===== config.mk =====
export PLATFORM = sky130hd
export DESIGN_NAME = la_int_core
export DESIGN_NICKNAME = d
export VERILOG_FILES = /design/src/common/la_pkg.sv /design/src/common/dec_exe_if.sv /design/src/decode/la_decoder.sv /design/src/decode/decode_stage.sv /design/src/source/reg_file.sv /design/src/source/alu_execute.sv /design/src/source/retire.sv /design/src/source/la_int_core.sv
export SDC_FILE = /design/constraint.sdc
export NUM_CORES = 2
export LEC_CHECK = 0
export BUFFER_PORTS_ARGS = -buffer_cell sky130_fd_sc_hd__buf_2
export CELL_PAD_IN_SITES_DETAIL_PLACEMENT = 1
export CELL_PAD_IN_SITES_GLOBAL_PLACEMENT = 1
export CORE_MARGIN = 5
export CORE_UTILIZATION = 57
export DETAILED_ROUTE_END_ITERATION = 10
export PLACE_DENSITY_LB_ADDON = 0.2
export SLEW_MARGIN = 25
export SYNTH_ARGS = -nofsm -noshare
export SYNTH_HDL_FRONTEND = slang
export SYNTH_HIERARCHICAL = 1
export SYNTH_SLANG_ARGS = --single-unit

===== constraint.sdc =====
create_clock -name clk -period 15.3 [get_ports clk]
set_input_delay 1.53 -clock clk [delete_from_list [all_inputs] [get_ports clk]]
set_output_delay 1.53 -clock clk [all_outputs]
set_load 0.01 [all_outputs]

===== src/common/la_pkg.sv =====
/* la_pkg: alu op, operand select and exception enums,
   plus the instruction word union used by the decoder */
package la_pkg;

    ////////////////////////////////////////////////////////////
    // control encodings

    // register-form codes match inst[18:15] of add.w .. srl.w
    typedef enum logic [3:0] {
        alu_add  = 4'd0,
        alu_sub  = 4'd2,
        alu_slt  = 4'd4,
        alu_sltu = 4'd5,
        alu_sra  = 4'd7,     // free slot, sra.w has its own opcode
        alu_nor  = 4'd8,
        alu_and  = 4'd9,
        alu_or   = 4'd10,
        alu_xor  = 4'd11,
        alu_sll  = 4'd14,
        alu_srl  = 4'd15
    } alu_op_e;

    typedef enum logic [1:0] {
        src1_rf   = 2'd0,
        src1_zero = 2'd1,    // lu12i.w
        src1_pc   = 2'd2     // pcaddu12i
    } src1_e;

    typedef enum logic {
        src2_rf  = 1'b0,
        src2_imm = 1'b1
    } src2_e;

    typedef enum logic [1:0] {
        exc_none = 2'd0,
        exc_ine  = 2'd1,     // instruction not exist
        exc_sys  = 2'd2,
        exc_brk  = 2'd3
    } exc_e;

    ////////////////////////////////////////////////////////////
    // instruction word, viewed per format

    typedef union packed {
        struct packed {
            logic [16:0] opcode17;
            logic [4:0]  rk;     // also ui5 of the shift forms
            logic [4:0]  rj;
            logic [4:0]  rd;
        } r3;
        struct packed {
            logic [9:0]  opcode10;
            logic [11:0] imm12;
            logic [4:0]  rj;
            logic [4:0]  rd;
        } ri12;
        struct packed {
            logic [6:0]  opcode7;
            logic [19:0] imm20;
            logic [4:0]  rd;
        } ri20;
    } inst_u;

endpackage


===== src/common/dec_exe_if.sv =====
/* dec_exe_if: decoded instruction bundle, decode register to execute */
`timescale 1ns/1ps
interface dec_exe_if;
    import la_pkg::*;

    logic        valid;      // qualifies every field below
    alu_op_e     op;
    src1_e       src1;
    src2_e       src2;
    logic [4:0]  rd;         // zero when nothing is written
    logic [31:0] rj_val;     // already bypassed
    logic [31:0] rk_val;
    logic [31:0] imm;
    logic [31:0] pc;
    exc_e        exc;

    modport dec (output valid, op, src1, src2, rd, rj_val, rk_val, imm, pc, exc);
    modport exe (input  valid, op, src1, src2, rd, rj_val, rk_val, imm, pc, exc);

endinterface


===== src/decode/la_decoder.sv =====
/* la_decoder: combinational la32 decode into alu op, operand selects,
   register numbers, immediate and exception code */
`timescale 1ns/1ps
module la_decoder (
    input  logic [31:0]     inst,
    output la_pkg::alu_op_e op,
    output la_pkg::src1_e   src1,
    output la_pkg::src2_e   src2,
    output logic [4:0]      rd,
    output logic [4:0]      rj,
    output logic [4:0]      rk,
    output logic [31:0]     imm,
    output la_pkg::exc_e    exc
);
    import la_pkg::*;

    inst_u w;                // same word, three views
    assign w = inst;

    ////////////////////////////////////////////////////////////
    // group match

    logic is_alu3;           // add.w .. srl.w, op sits in inst[18:15]
    logic is_sra3;           // sra.w, outside that block
    logic is_sfti;           // slli.w srli.w srai.w
    logic is_imm12;          // slti sltui addi.w andi ori xori
    logic is_lu12i;
    logic is_pcadd;
    logic is_sys;
    logic is_brk;
    logic op_ok;             // sub-op of a matched group exists
    logic kept;

    assign is_alu3  = w.r3.opcode17[16:4] == 13'h002;
    assign is_sra3  = w.r3.opcode17 == 17'h00030;
    assign is_sfti  = w.r3.opcode17[16:5] == 12'h004 && w.r3.opcode17[2:0] == 3'b001;
    assign is_imm12 = w.ri12.opcode10[9:3] == 7'h01;
    assign is_lu12i = w.ri20.opcode7 == 7'h0a;
    assign is_pcadd = w.ri20.opcode7 == 7'h0e;
    assign is_sys   = w.r3.opcode17 == 17'h00056;
    assign is_brk   = w.r3.opcode17 == 17'h00054;  // inst[16] tells them apart

    ////////////////////////////////////////////////////////////
    // alu op

    always_comb begin
        op    = alu_add;     // upper immediates add too, src1 does the rest
        op_ok = 1'b1;
        if (is_alu3) begin
            case (w.r3.opcode17[3:0])
                4'd0, 4'd2, 4'd4, 4'd5, 4'd8, 4'd9, 4'd10, 4'd11, 4'd14, 4'd15:
                    op = alu_op_e'(w.r3.opcode17[3:0]);
                default:
                    op_ok = 1'b0;    // add.d, maskeqz, orn and friends
            endcase
        end else if (is_sra3) begin
            op = alu_sra;
        end else if (is_sfti) begin
            case (w.r3.opcode17[4:3])    // inst[19:18]
                2'b00:   op = alu_sll;
                2'b01:   op = alu_srl;
                2'b10:   op = alu_sra;
                default: op_ok = 1'b0;
            endcase
        end else if (is_imm12) begin
            case (w.ri12.opcode10[2:0])  // inst[24:22]
                3'b000:  op = alu_slt;
                3'b001:  op = alu_sltu;
                3'b010:  op = alu_add;
                3'b101:  op = alu_and;
                3'b110:  op = alu_or;
                3'b111:  op = alu_xor;
                default: op_ok = 1'b0;  // addi.d, lu52i.d
            endcase
        end
    end

    assign kept = (is_alu3 || is_sra3 || is_sfti || is_imm12 || is_lu12i || is_pcadd)
                  && op_ok;

    assign exc = is_sys ? exc_sys :
                 is_brk ? exc_brk :
                 kept   ? exc_none : exc_ine;

    ////////////////////////////////////////////////////////////
    // operands and registers

    assign src1 = is_lu12i ? src1_zero : is_pcadd ? src1_pc : src1_rf;
    assign src2 = (is_sfti || is_imm12 || is_lu12i || is_pcadd) ? src2_imm : src2_rf;

    assign rd = (exc == exc_none) ? w.r3.rd : 5'd0;   // faults write r0, i.e. nothing
    assign rj = (exc == exc_none && !is_lu12i && !is_pcadd) ? w.r3.rj : 5'd0;
    assign rk = (is_alu3 || is_sra3) ? w.r3.rk : 5'd0;

    always_comb begin
        if (is_lu12i || is_pcadd) begin
            imm = {w.ri20.imm20, 12'd0};                   // si20 << 12
        end else if (is_sfti) begin
            imm = {27'd0, w.r3.rk};                        // ui5
        end else if (is_imm12 && w.ri12.opcode10[2]) begin
            imm = {20'd0, w.ri12.imm12};                   // andi ori xori, u12
        end else begin
            imm = {{20{w.ri12.imm12[11]}}, w.ri12.imm12};  // si12
        end
    end

endmodule


===== src/decode/decode_stage.sv =====
/* decode_stage: decoder, register reads with bypass, decode register */
`timescale 1ns/1ps
module decode_stage (
    input  logic        clk,
    input  logic        rst_n,
    input  logic        inst_valid,
    input  logic [31:0] inst,
    input  logic [31:0] pc,
    output logic [4:0]  raddr_j,
    output logic [4:0]  raddr_k,
    input  logic [31:0] rdata_j,
    input  logic [31:0] rdata_k,
    input  logic        exe_fwd_valid,
    input  logic [4:0]  exe_fwd_rd,
    input  logic [31:0] exe_fwd_data,
    input  logic        res_valid,
    input  logic [4:0]  res_rd,
    input  logic [31:0] res_data,
    input  logic        we,
    input  logic [4:0]  waddr,
    input  logic [31:0] wdata,
    dec_exe_if.dec      dex
);
    import la_pkg::*;

    alu_op_e     dec_op;
    src1_e       dec_src1;
    src2_e       dec_src2;
    logic [4:0]  dec_rd;
    logic [31:0] dec_imm;
    exc_e        dec_exc;

    la_decoder la_decoder_inst (
        .inst (inst),
        .op   (dec_op),
        .src1 (dec_src1),
        .src2 (dec_src2),
        .rd   (dec_rd),
        .rj   (raddr_j),
        .rk   (raddr_k),
        .imm  (dec_imm),
        .exc  (dec_exc)
    );

    ////////////////////////////////////////////////////////////
    // bypass, youngest producer wins

    function automatic logic [31:0] bypass(input logic [4:0] addr, input logic [31:0] rf_val);
        logic [31:0] val;
        val = rf_val;
        if (addr != 5'd0) begin
            if (exe_fwd_valid && exe_fwd_rd == addr)
                val = exe_fwd_data;                  // one ahead, not registered yet
            else if (res_valid && res_rd == addr)
                val = res_data;                      // two ahead
            else if (we && waddr == addr)
                val = wdata;                         // written at this edge
        end
        return val;
    endfunction

    always_ff @(posedge clk or negedge rst_n) begin
        if (!rst_n) begin
            dex.valid <= 1'b0;
        end else begin
            dex.valid <= inst_valid;
        end
    end

    always_ff @(posedge clk) begin
        if (inst_valid) begin        // payload only, held when idle
            dex.op     <= dec_op;
            dex.src1   <= dec_src1;
            dex.src2   <= dec_src2;
            dex.rd     <= dec_rd;
            dex.rj_val <= bypass(raddr_j, rdata_j);
            dex.rk_val <= bypass(raddr_k, rdata_k);
            dex.imm    <= dec_imm;
            dex.pc     <= pc;
            dex.exc    <= dec_exc;
        end
    end

endmodule


===== src/source/reg_file.sv =====
/* reg_file: 32 x 32 general registers, r0 tied to zero */
`timescale 1ns/1ps
module reg_file (
    input  logic        clk,
    input  logic        rst_n,
    input  logic        we,
    input  logic [4:0]  waddr,
    input  logic [31:0] wdata,
    input  logic [4:0]  raddr_j,
    input  logic [4:0]  raddr_k,
    output logic [31:0] rdata_j,
    output logic [31:0] rdata_k
);
    logic [31:0] regs [0:31];

    always_ff @(posedge clk or negedge rst_n) begin
        if (!rst_n) begin
            for (int i = 0; i < 32; i++) begin
                regs[i] <= 32'd0;
            end
        end else if (we && waddr != 5'd0) begin   // r0 never written
            regs[waddr] <= wdata;
        end
    end

    // async reads, same-edge write is covered by bypass upstream
    assign rdata_j = (raddr_j == 5'd0) ? 32'd0 : regs[raddr_j];
    assign rdata_k = (raddr_k == 5'd0) ? 32'd0 : regs[raddr_k];

endmodule


===== src/source/alu_execute.sv =====
/* alu_execute: operand select, alu, execute register */
`timescale 1ns/1ps
module alu_execute (
    input  logic         clk,
    input  logic         rst_n,
    dec_exe_if.exe       dex,
    output logic         exe_fwd_valid,
    output logic [4:0]   exe_fwd_rd,
    output logic [31:0]  exe_fwd_data,
    output logic         res_valid,
    output logic [4:0]   res_rd,
    output logic [31:0]  res_data,
    output la_pkg::exc_e res_exc,
    output logic [31:0]  res_pc
);
    import la_pkg::*;

    logic [31:0] op1;
    logic [31:0] op2;
    logic [31:0] result;

    always_comb begin
        case (dex.src1)
            src1_zero: op1 = 32'd0;          // lu12i.w
            src1_pc:   op1 = dex.pc;         // pcaddu12i
            default:   op1 = dex.rj_val;
        endcase
    end

    assign op2 = (dex.src2 == src2_imm) ? dex.imm : dex.rk_val;

    always_comb begin
        case (dex.op)
            alu_sub:  result = op1 - op2;
            alu_slt:  result = {31'd0, $signed(op1) < $signed(op2)};
            alu_sltu: result = {31'd0, op1 < op2};
            alu_nor:  result = ~(op1 | op2);
            alu_and:  result = op1 & op2;
            alu_or:   result = op1 | op2;
            alu_xor:  result = op1 ^ op2;
            alu_sll:  result = op1 << op2[4:0];    // only low 5 bits shift
            alu_srl:  result = op1 >> op2[4:0];
            alu_sra:  result = $signed(op1) >>> op2[4:0];
            default:  result = op1 + op2;        // add, upper immediates
        endcase
    end

    // forward to decode before the register
    assign exe_fwd_valid = dex.valid && dex.exc == exc_none;
    assign exe_fwd_rd    = dex.rd;
    assign exe_fwd_data  = result;

    always_ff @(posedge clk or negedge rst_n) begin
        if (!rst_n) begin
            res_valid <= 1'b0;
        end else begin
            res_valid <= dex.valid;
        end
    end

    always_ff @(posedge clk) begin
        res_rd   <= dex.rd;
        res_data <= result;
        res_exc  <= dex.exc;
        res_pc   <= dex.pc;
    end

endmodule


===== src/source/retire.sv =====
/* retire: result register, split into writeback or exception report */
`timescale 1ns/1ps
module retire (
    input  logic         clk,
    input  logic         rst_n,
    input  logic         res_valid,
    input  logic [4:0]   res_rd,
    input  logic [31:0]  res_data,
    input  la_pkg::exc_e res_exc,
    input  logic [31:0]  res_pc,
    output logic         we,
    output logic [4:0]   waddr,
    output logic [31:0]  wdata,
    output logic         wb_valid,
    output logic [4:0]   wb_rd,
    output logic [31:0]  wb_data,
    output logic         exc_valid,
    output la_pkg::exc_e exc_code,
    output logic [31:0]  exc_pc
);
    import la_pkg::*;

    always_ff @(posedge clk or negedge rst_n) begin
        if (!rst_n) begin
            wb_valid  <= 1'b0;
            exc_valid <= 1'b0;
        end else begin
            wb_valid  <= res_valid && res_exc == exc_none && res_rd != 5'd0;
            exc_valid <= res_valid && res_exc != exc_none;   // faults never write
        end
    end

    always_ff @(posedge clk) begin
        wb_rd    <= res_rd;
        wb_data  <= res_data;
        exc_code <= res_exc;
        exc_pc   <= res_pc;
    end

    // rf write port mirrors wb_*
    assign we    = wb_valid;
    assign waddr = wb_rd;
    assign wdata = wb_data;

endmodule


===== src/source/la_int_core.sv =====
/* la_int_core: top level, decode / execute / retire and the register file */
`timescale 1ns/1ps
module la_int_core (
    input  logic        clk,
    input  logic        rst_n,
    input  logic        inst_valid,
    input  logic [31:0] inst,
    input  logic [31:0] pc,
    output logic        wb_valid,
    output logic [4:0]  wb_rd,
    output logic [31:0] wb_data,
    output logic        exc_valid,
    output logic [1:0]  exc_code,
    output logic [31:0] exc_pc
);
    import la_pkg::*;

    logic [4:0]  raddr_j;
    logic [4:0]  raddr_k;
    logic [31:0] rdata_j;
    logic [31:0] rdata_k;
    logic        exe_fwd_valid;    // execute result, combinational
    logic [4:0]  exe_fwd_rd;
    logic [31:0] exe_fwd_data;
    logic        res_valid;        // execute register
    logic [4:0]  res_rd;
    logic [31:0] res_data;
    exc_e        res_exc;
    logic [31:0] res_pc;
    logic        we;               // retire register, rf write port
    logic [4:0]  waddr;
    logic [31:0] wdata;

    dec_exe_if dex ();

    decode_stage decode_stage_inst (
        .clk           (clk),
        .rst_n         (rst_n),
        .inst_valid    (inst_valid),
        .inst          (inst),
        .pc            (pc),
        .raddr_j       (raddr_j),
        .raddr_k       (raddr_k),
        .rdata_j       (rdata_j),
        .rdata_k       (rdata_k),
        .exe_fwd_valid (exe_fwd_valid),
        .exe_fwd_rd    (exe_fwd_rd),
        .exe_fwd_data  (exe_fwd_data),
        .res_valid     (res_valid),
        .res_rd        (res_rd),
        .res_data      (res_data),
        .we            (we),
        .waddr         (waddr),
        .wdata         (wdata),
        .dex           (dex.dec)
    );

    reg_file reg_file_inst (
        .clk     (clk),
        .rst_n   (rst_n),
        .we      (we),
        .waddr   (waddr),
        .wdata   (wdata),
        .raddr_j (raddr_j),
        .raddr_k (raddr_k),
        .rdata_j (rdata_j),
        .rdata_k (rdata_k)
    );

    alu_execute alu_execute_inst (
        .clk           (clk),
        .rst_n         (rst_n),
        .dex           (dex.exe),
        .exe_fwd_valid (exe_fwd_valid),
        .exe_fwd_rd    (exe_fwd_rd),
        .exe_fwd_data  (exe_fwd_data),
        .res_valid     (res_valid),
        .res_rd        (res_rd),
        .res_data      (res_data),
        .res_exc       (res_exc),
        .res_pc        (res_pc)
    );

    retire retire_inst (
        .clk       (clk),
        .rst_n     (rst_n),
        .res_valid (res_valid),
        .res_rd    (res_rd),
        .res_data  (res_data),
        .res_exc   (res_exc),
        .res_pc    (res_pc),
        .we        (we),
        .waddr     (waddr),
        .wdata     (wdata),
        .wb_valid  (wb_valid),
        .wb_rd     (wb_rd),
        .wb_data   (wb_data),
        .exc_valid (exc_valid),
        .exc_code  (exc_code),     // enum out as a plain 2-bit code
        .exc_pc    (exc_pc)
    );

endmodule


==> flow_metrics.tcl <==
set metrics [dict create \
    synth_fp_nets 6293 \
    regMostFlops "reg_file_inst/regs" \
    endpoint_kind "flip-flop" \
    status "completed" \
    rsz0062_at_grt "no" \
    path_clk_slew_ns 0.07 \
    grt_pass1_vias 63627 \
    synth_edf_count 142 \
    synthArstFlopShare 0.7835 \
    core_sq_um 133500 \
    ioPinCount 140 \
    drt-total-wl_um 323100 \
    power.total_mw 9.376 \
    route.detailed.drc 0 \
    slew_viol_final 0 \
    slowest_stage "buf_4" \
    dr.first_iter.drc_count 7713 \
    dieArea_sq_um 141600 \
    vias 60174 \
    cts_resized 0 \
    hpwl_um 200500 \
    synth_ff_type "dfrtp_1" \
    grt_use_total 0.4516 \
    vias_per_cell 7.721 \
    syn_to_final_growth_pct 8.276 \
    peakVddDrop_uv 98.92 \
    layout_common_cells "1042 x mux2_2, 1028 x dfrtp_1, 491 x mux4_2" \
    synth_cell_types 97 \
    avgRoutedWirePerCell_um 41.46 \
    crit_fanout 38 \
    holdCritStartpoint "alu_execute_inst/res_pc[6]" \
    slew_headroom 0.2146 \
    fin_worst_skew_ns 0.04722 \
    required_ns 15.81 \
    hold_class "flip-flop to flip-flop" \
    overflow 0 \
    holdWs_ns 0.3191 \
    insertion_delay_ns 0.81 \
    grt_max_degree 178 \
    hold_buffers 0 \
    layout_commonest_cell "mux2_2" \
    gp_congestion 0.9725 \
    root_buffer "clkbuf_16" \
    port_buffers 139 \
    die_x_um 376.3 \
    crit_path_cell_trace "buf_2 -> nor3_1 -> nand2_1 -> nor4_2 -> a22o_1 -> and3_4 -> buf_4 -> buf_4 -> buf_4 -> mux4_2 -> mux2_2 -> o21ai_0 -> a311oi_1 -> and3_1 -> a31oi_1 -> o31ai_1" \
    syn-cell-area_sq_um 76500 \
    tns_ns 0 \
    cts_tree "done" \
    rr_startpoint "decode_stage_inst/dex.src1[1]" \
    cts_setup_buffers 0 \
    seq_area_frac_synth 0.4292 \
    start_util 0.5732 \
    drtAntennaViolNets 0 \
    cts_buffers 142 \
    finalHoldViolCount 0 \
    synth.avg_cell_area_sq_um 12.49 \
    fin_nets 6068 \
    period_needed_ns 7.608 \
    clockBufferDepth 3 \
    path_common_cell "buf_4" \
    r2r_slack_ns 8.38 \
    post-route-period-util 0.4973 \
    rows 134 \
    fillers 12723 \
    tightest_slew_ns 1.175 \
    maxCapViolCount 0 \
    setup_violations 0 \
    startpoint "inst[23]" \
    max_stage_delay_ns 0.78 \
    antenna_found_initial 15 \
    cts_sinks 1312 \
    htreeDepth 4 \
    largest_reg_flops 1024 \
    power.density_nw_per_um2 113.2 \
    cp.arrival_ns 8.12 \
    fmax_mhz 131.4 \
    dr.pass1.iters 6 \
    ys_seq_elements 1312 \
    fp.dieH_um 376.3 \
    grt_pass1_wl_um 464200 \
    syn_inst 6123 \
    crit_path_start_kind "input port" \
    ys_warn_count 6 \
    drive_above_1_share 0.3693 \
    crit_type "input port to flip-flop" \
    p_leak_nw 35.14 \
]
==> cells by family after synthesis <==
group,count (synthesis),synth area share
buffers and inverters,789,0.04868
XOR/XNOR,41,0.004694
multiplexers,1776,0.3308
AND/OR/NAND/NOR,903,0.05831
AO/OA/AOI/OAI,1199,0.1113
adder cells (fa/ha/maj),103,0.01704
flip-flops,1312,0.4292
==> cell type report <==
type | count | area [sq um] | share of cell area
Timing Repair Buffer | 307 | 2180 | 0.02631
Antenna cell | 9 | 22.52 | 0.0002719
Sequential cell | 1312 | 32860 | 0.3967
Multi-Input combinational cell | 4022 | 40340 | 0.4870
Clock inverter | 40 | 486.7 | 0.005876
Clock buffer | 223 | 4302 | 0.05193
Inverter | 113 | 429.2 | 0.005181
Tap cell | 1768 | 2212 | 0.02671
==> worst max-delay path, delay by kind of cell <==
| kind | cells | cell delay [ns] |
|---|---|---|
| multiplexers | 2 | 0.85 |
| AND/OR/NAND/NOR | 5 | 2.14 |
| AO/OA/AOI/OAI | 5 | 1.33 |
| buffers and inverters | 4 | 2.12 |
==> synthesized netlist by cell type (all sizes together) (81+ instances only) <==
library cell / n / share of area
nor2: 261 / 0.013
dfxtp: 142 / 0.037
and2: 93 / 0.0077
nand2: 210 / 0.010
clkbuf: 334 / 0.016
mux2i: 182 / 0.024
mux2: 1103 / 0.16
inv: 110 / 0.0054
a31oi: 92 / 0.0075
edfxtp: 142 / 0.056
dfrtp: 1028 / 0.34
a211oi: 92 / 0.0092
a221oi: 130 / 0.017
o21ai: 229 / 0.015
and3: 81 / 0.0066
buf: 342 / 0.027
mux4: 491 / 0.14
a21oi: 175 / 0.011
nor2b: 98 / 0.0080
ha: 101 / 0.017
==> routing by layer <==
metal,vias to the layer above,wire length (um),GRT usage,part of all wire
met4,12,30820,0.3547,0.095
li1,23000,-,-,-
met2,4441,145600,0.6849,0.45
met3,1517,36430,0.1531,0.11
met1,31204,110200,0.5273,0.34
met5,-,92,0,0.00028
==> through the flow <==
stage	utilization	worst slack [ns]	std cells	cell area (sq um)
6_report	0.6206	7.692	7794	82830
5_1_grt	0.6205	7.499	7785	82810
3_3_place_gp	0.5823	7.233	7513	77720
3_5_place_dp	0.5830	7.146	7516	77810
4_1_cts	0.6189	7.844	7779	82600
2_1_floorplan	-	10.10	6123	76500
==> path summary, 6_finish.rpt <==
check	endpoint	cells after the start
worst max register to register	decode_stage_inst/dex.rj_val[0]	18
max in group asynchronous	reg_file_inst/regs[769]	6
worst max-delay path	decode_stage_inst/dex.rj_val[12]	16
worst min-delay path	retire_inst/exc_pc[6]	0
worst min register to register	retire_inst/exc_pc[6]	0
min in group asynchronous	reg_file_inst/regs[830]	1
==> power by group <==
| group | internal, mW | switching [mW] |
|---|---|---|
| Sequential | 3.88 | 0.474 |
| Clock | 2.00 | 1.53 |
| Combinational | 0.632 | 0.852 |
| Total | 6.52 | 2.86 |
(Power assumes the default switching activity.)
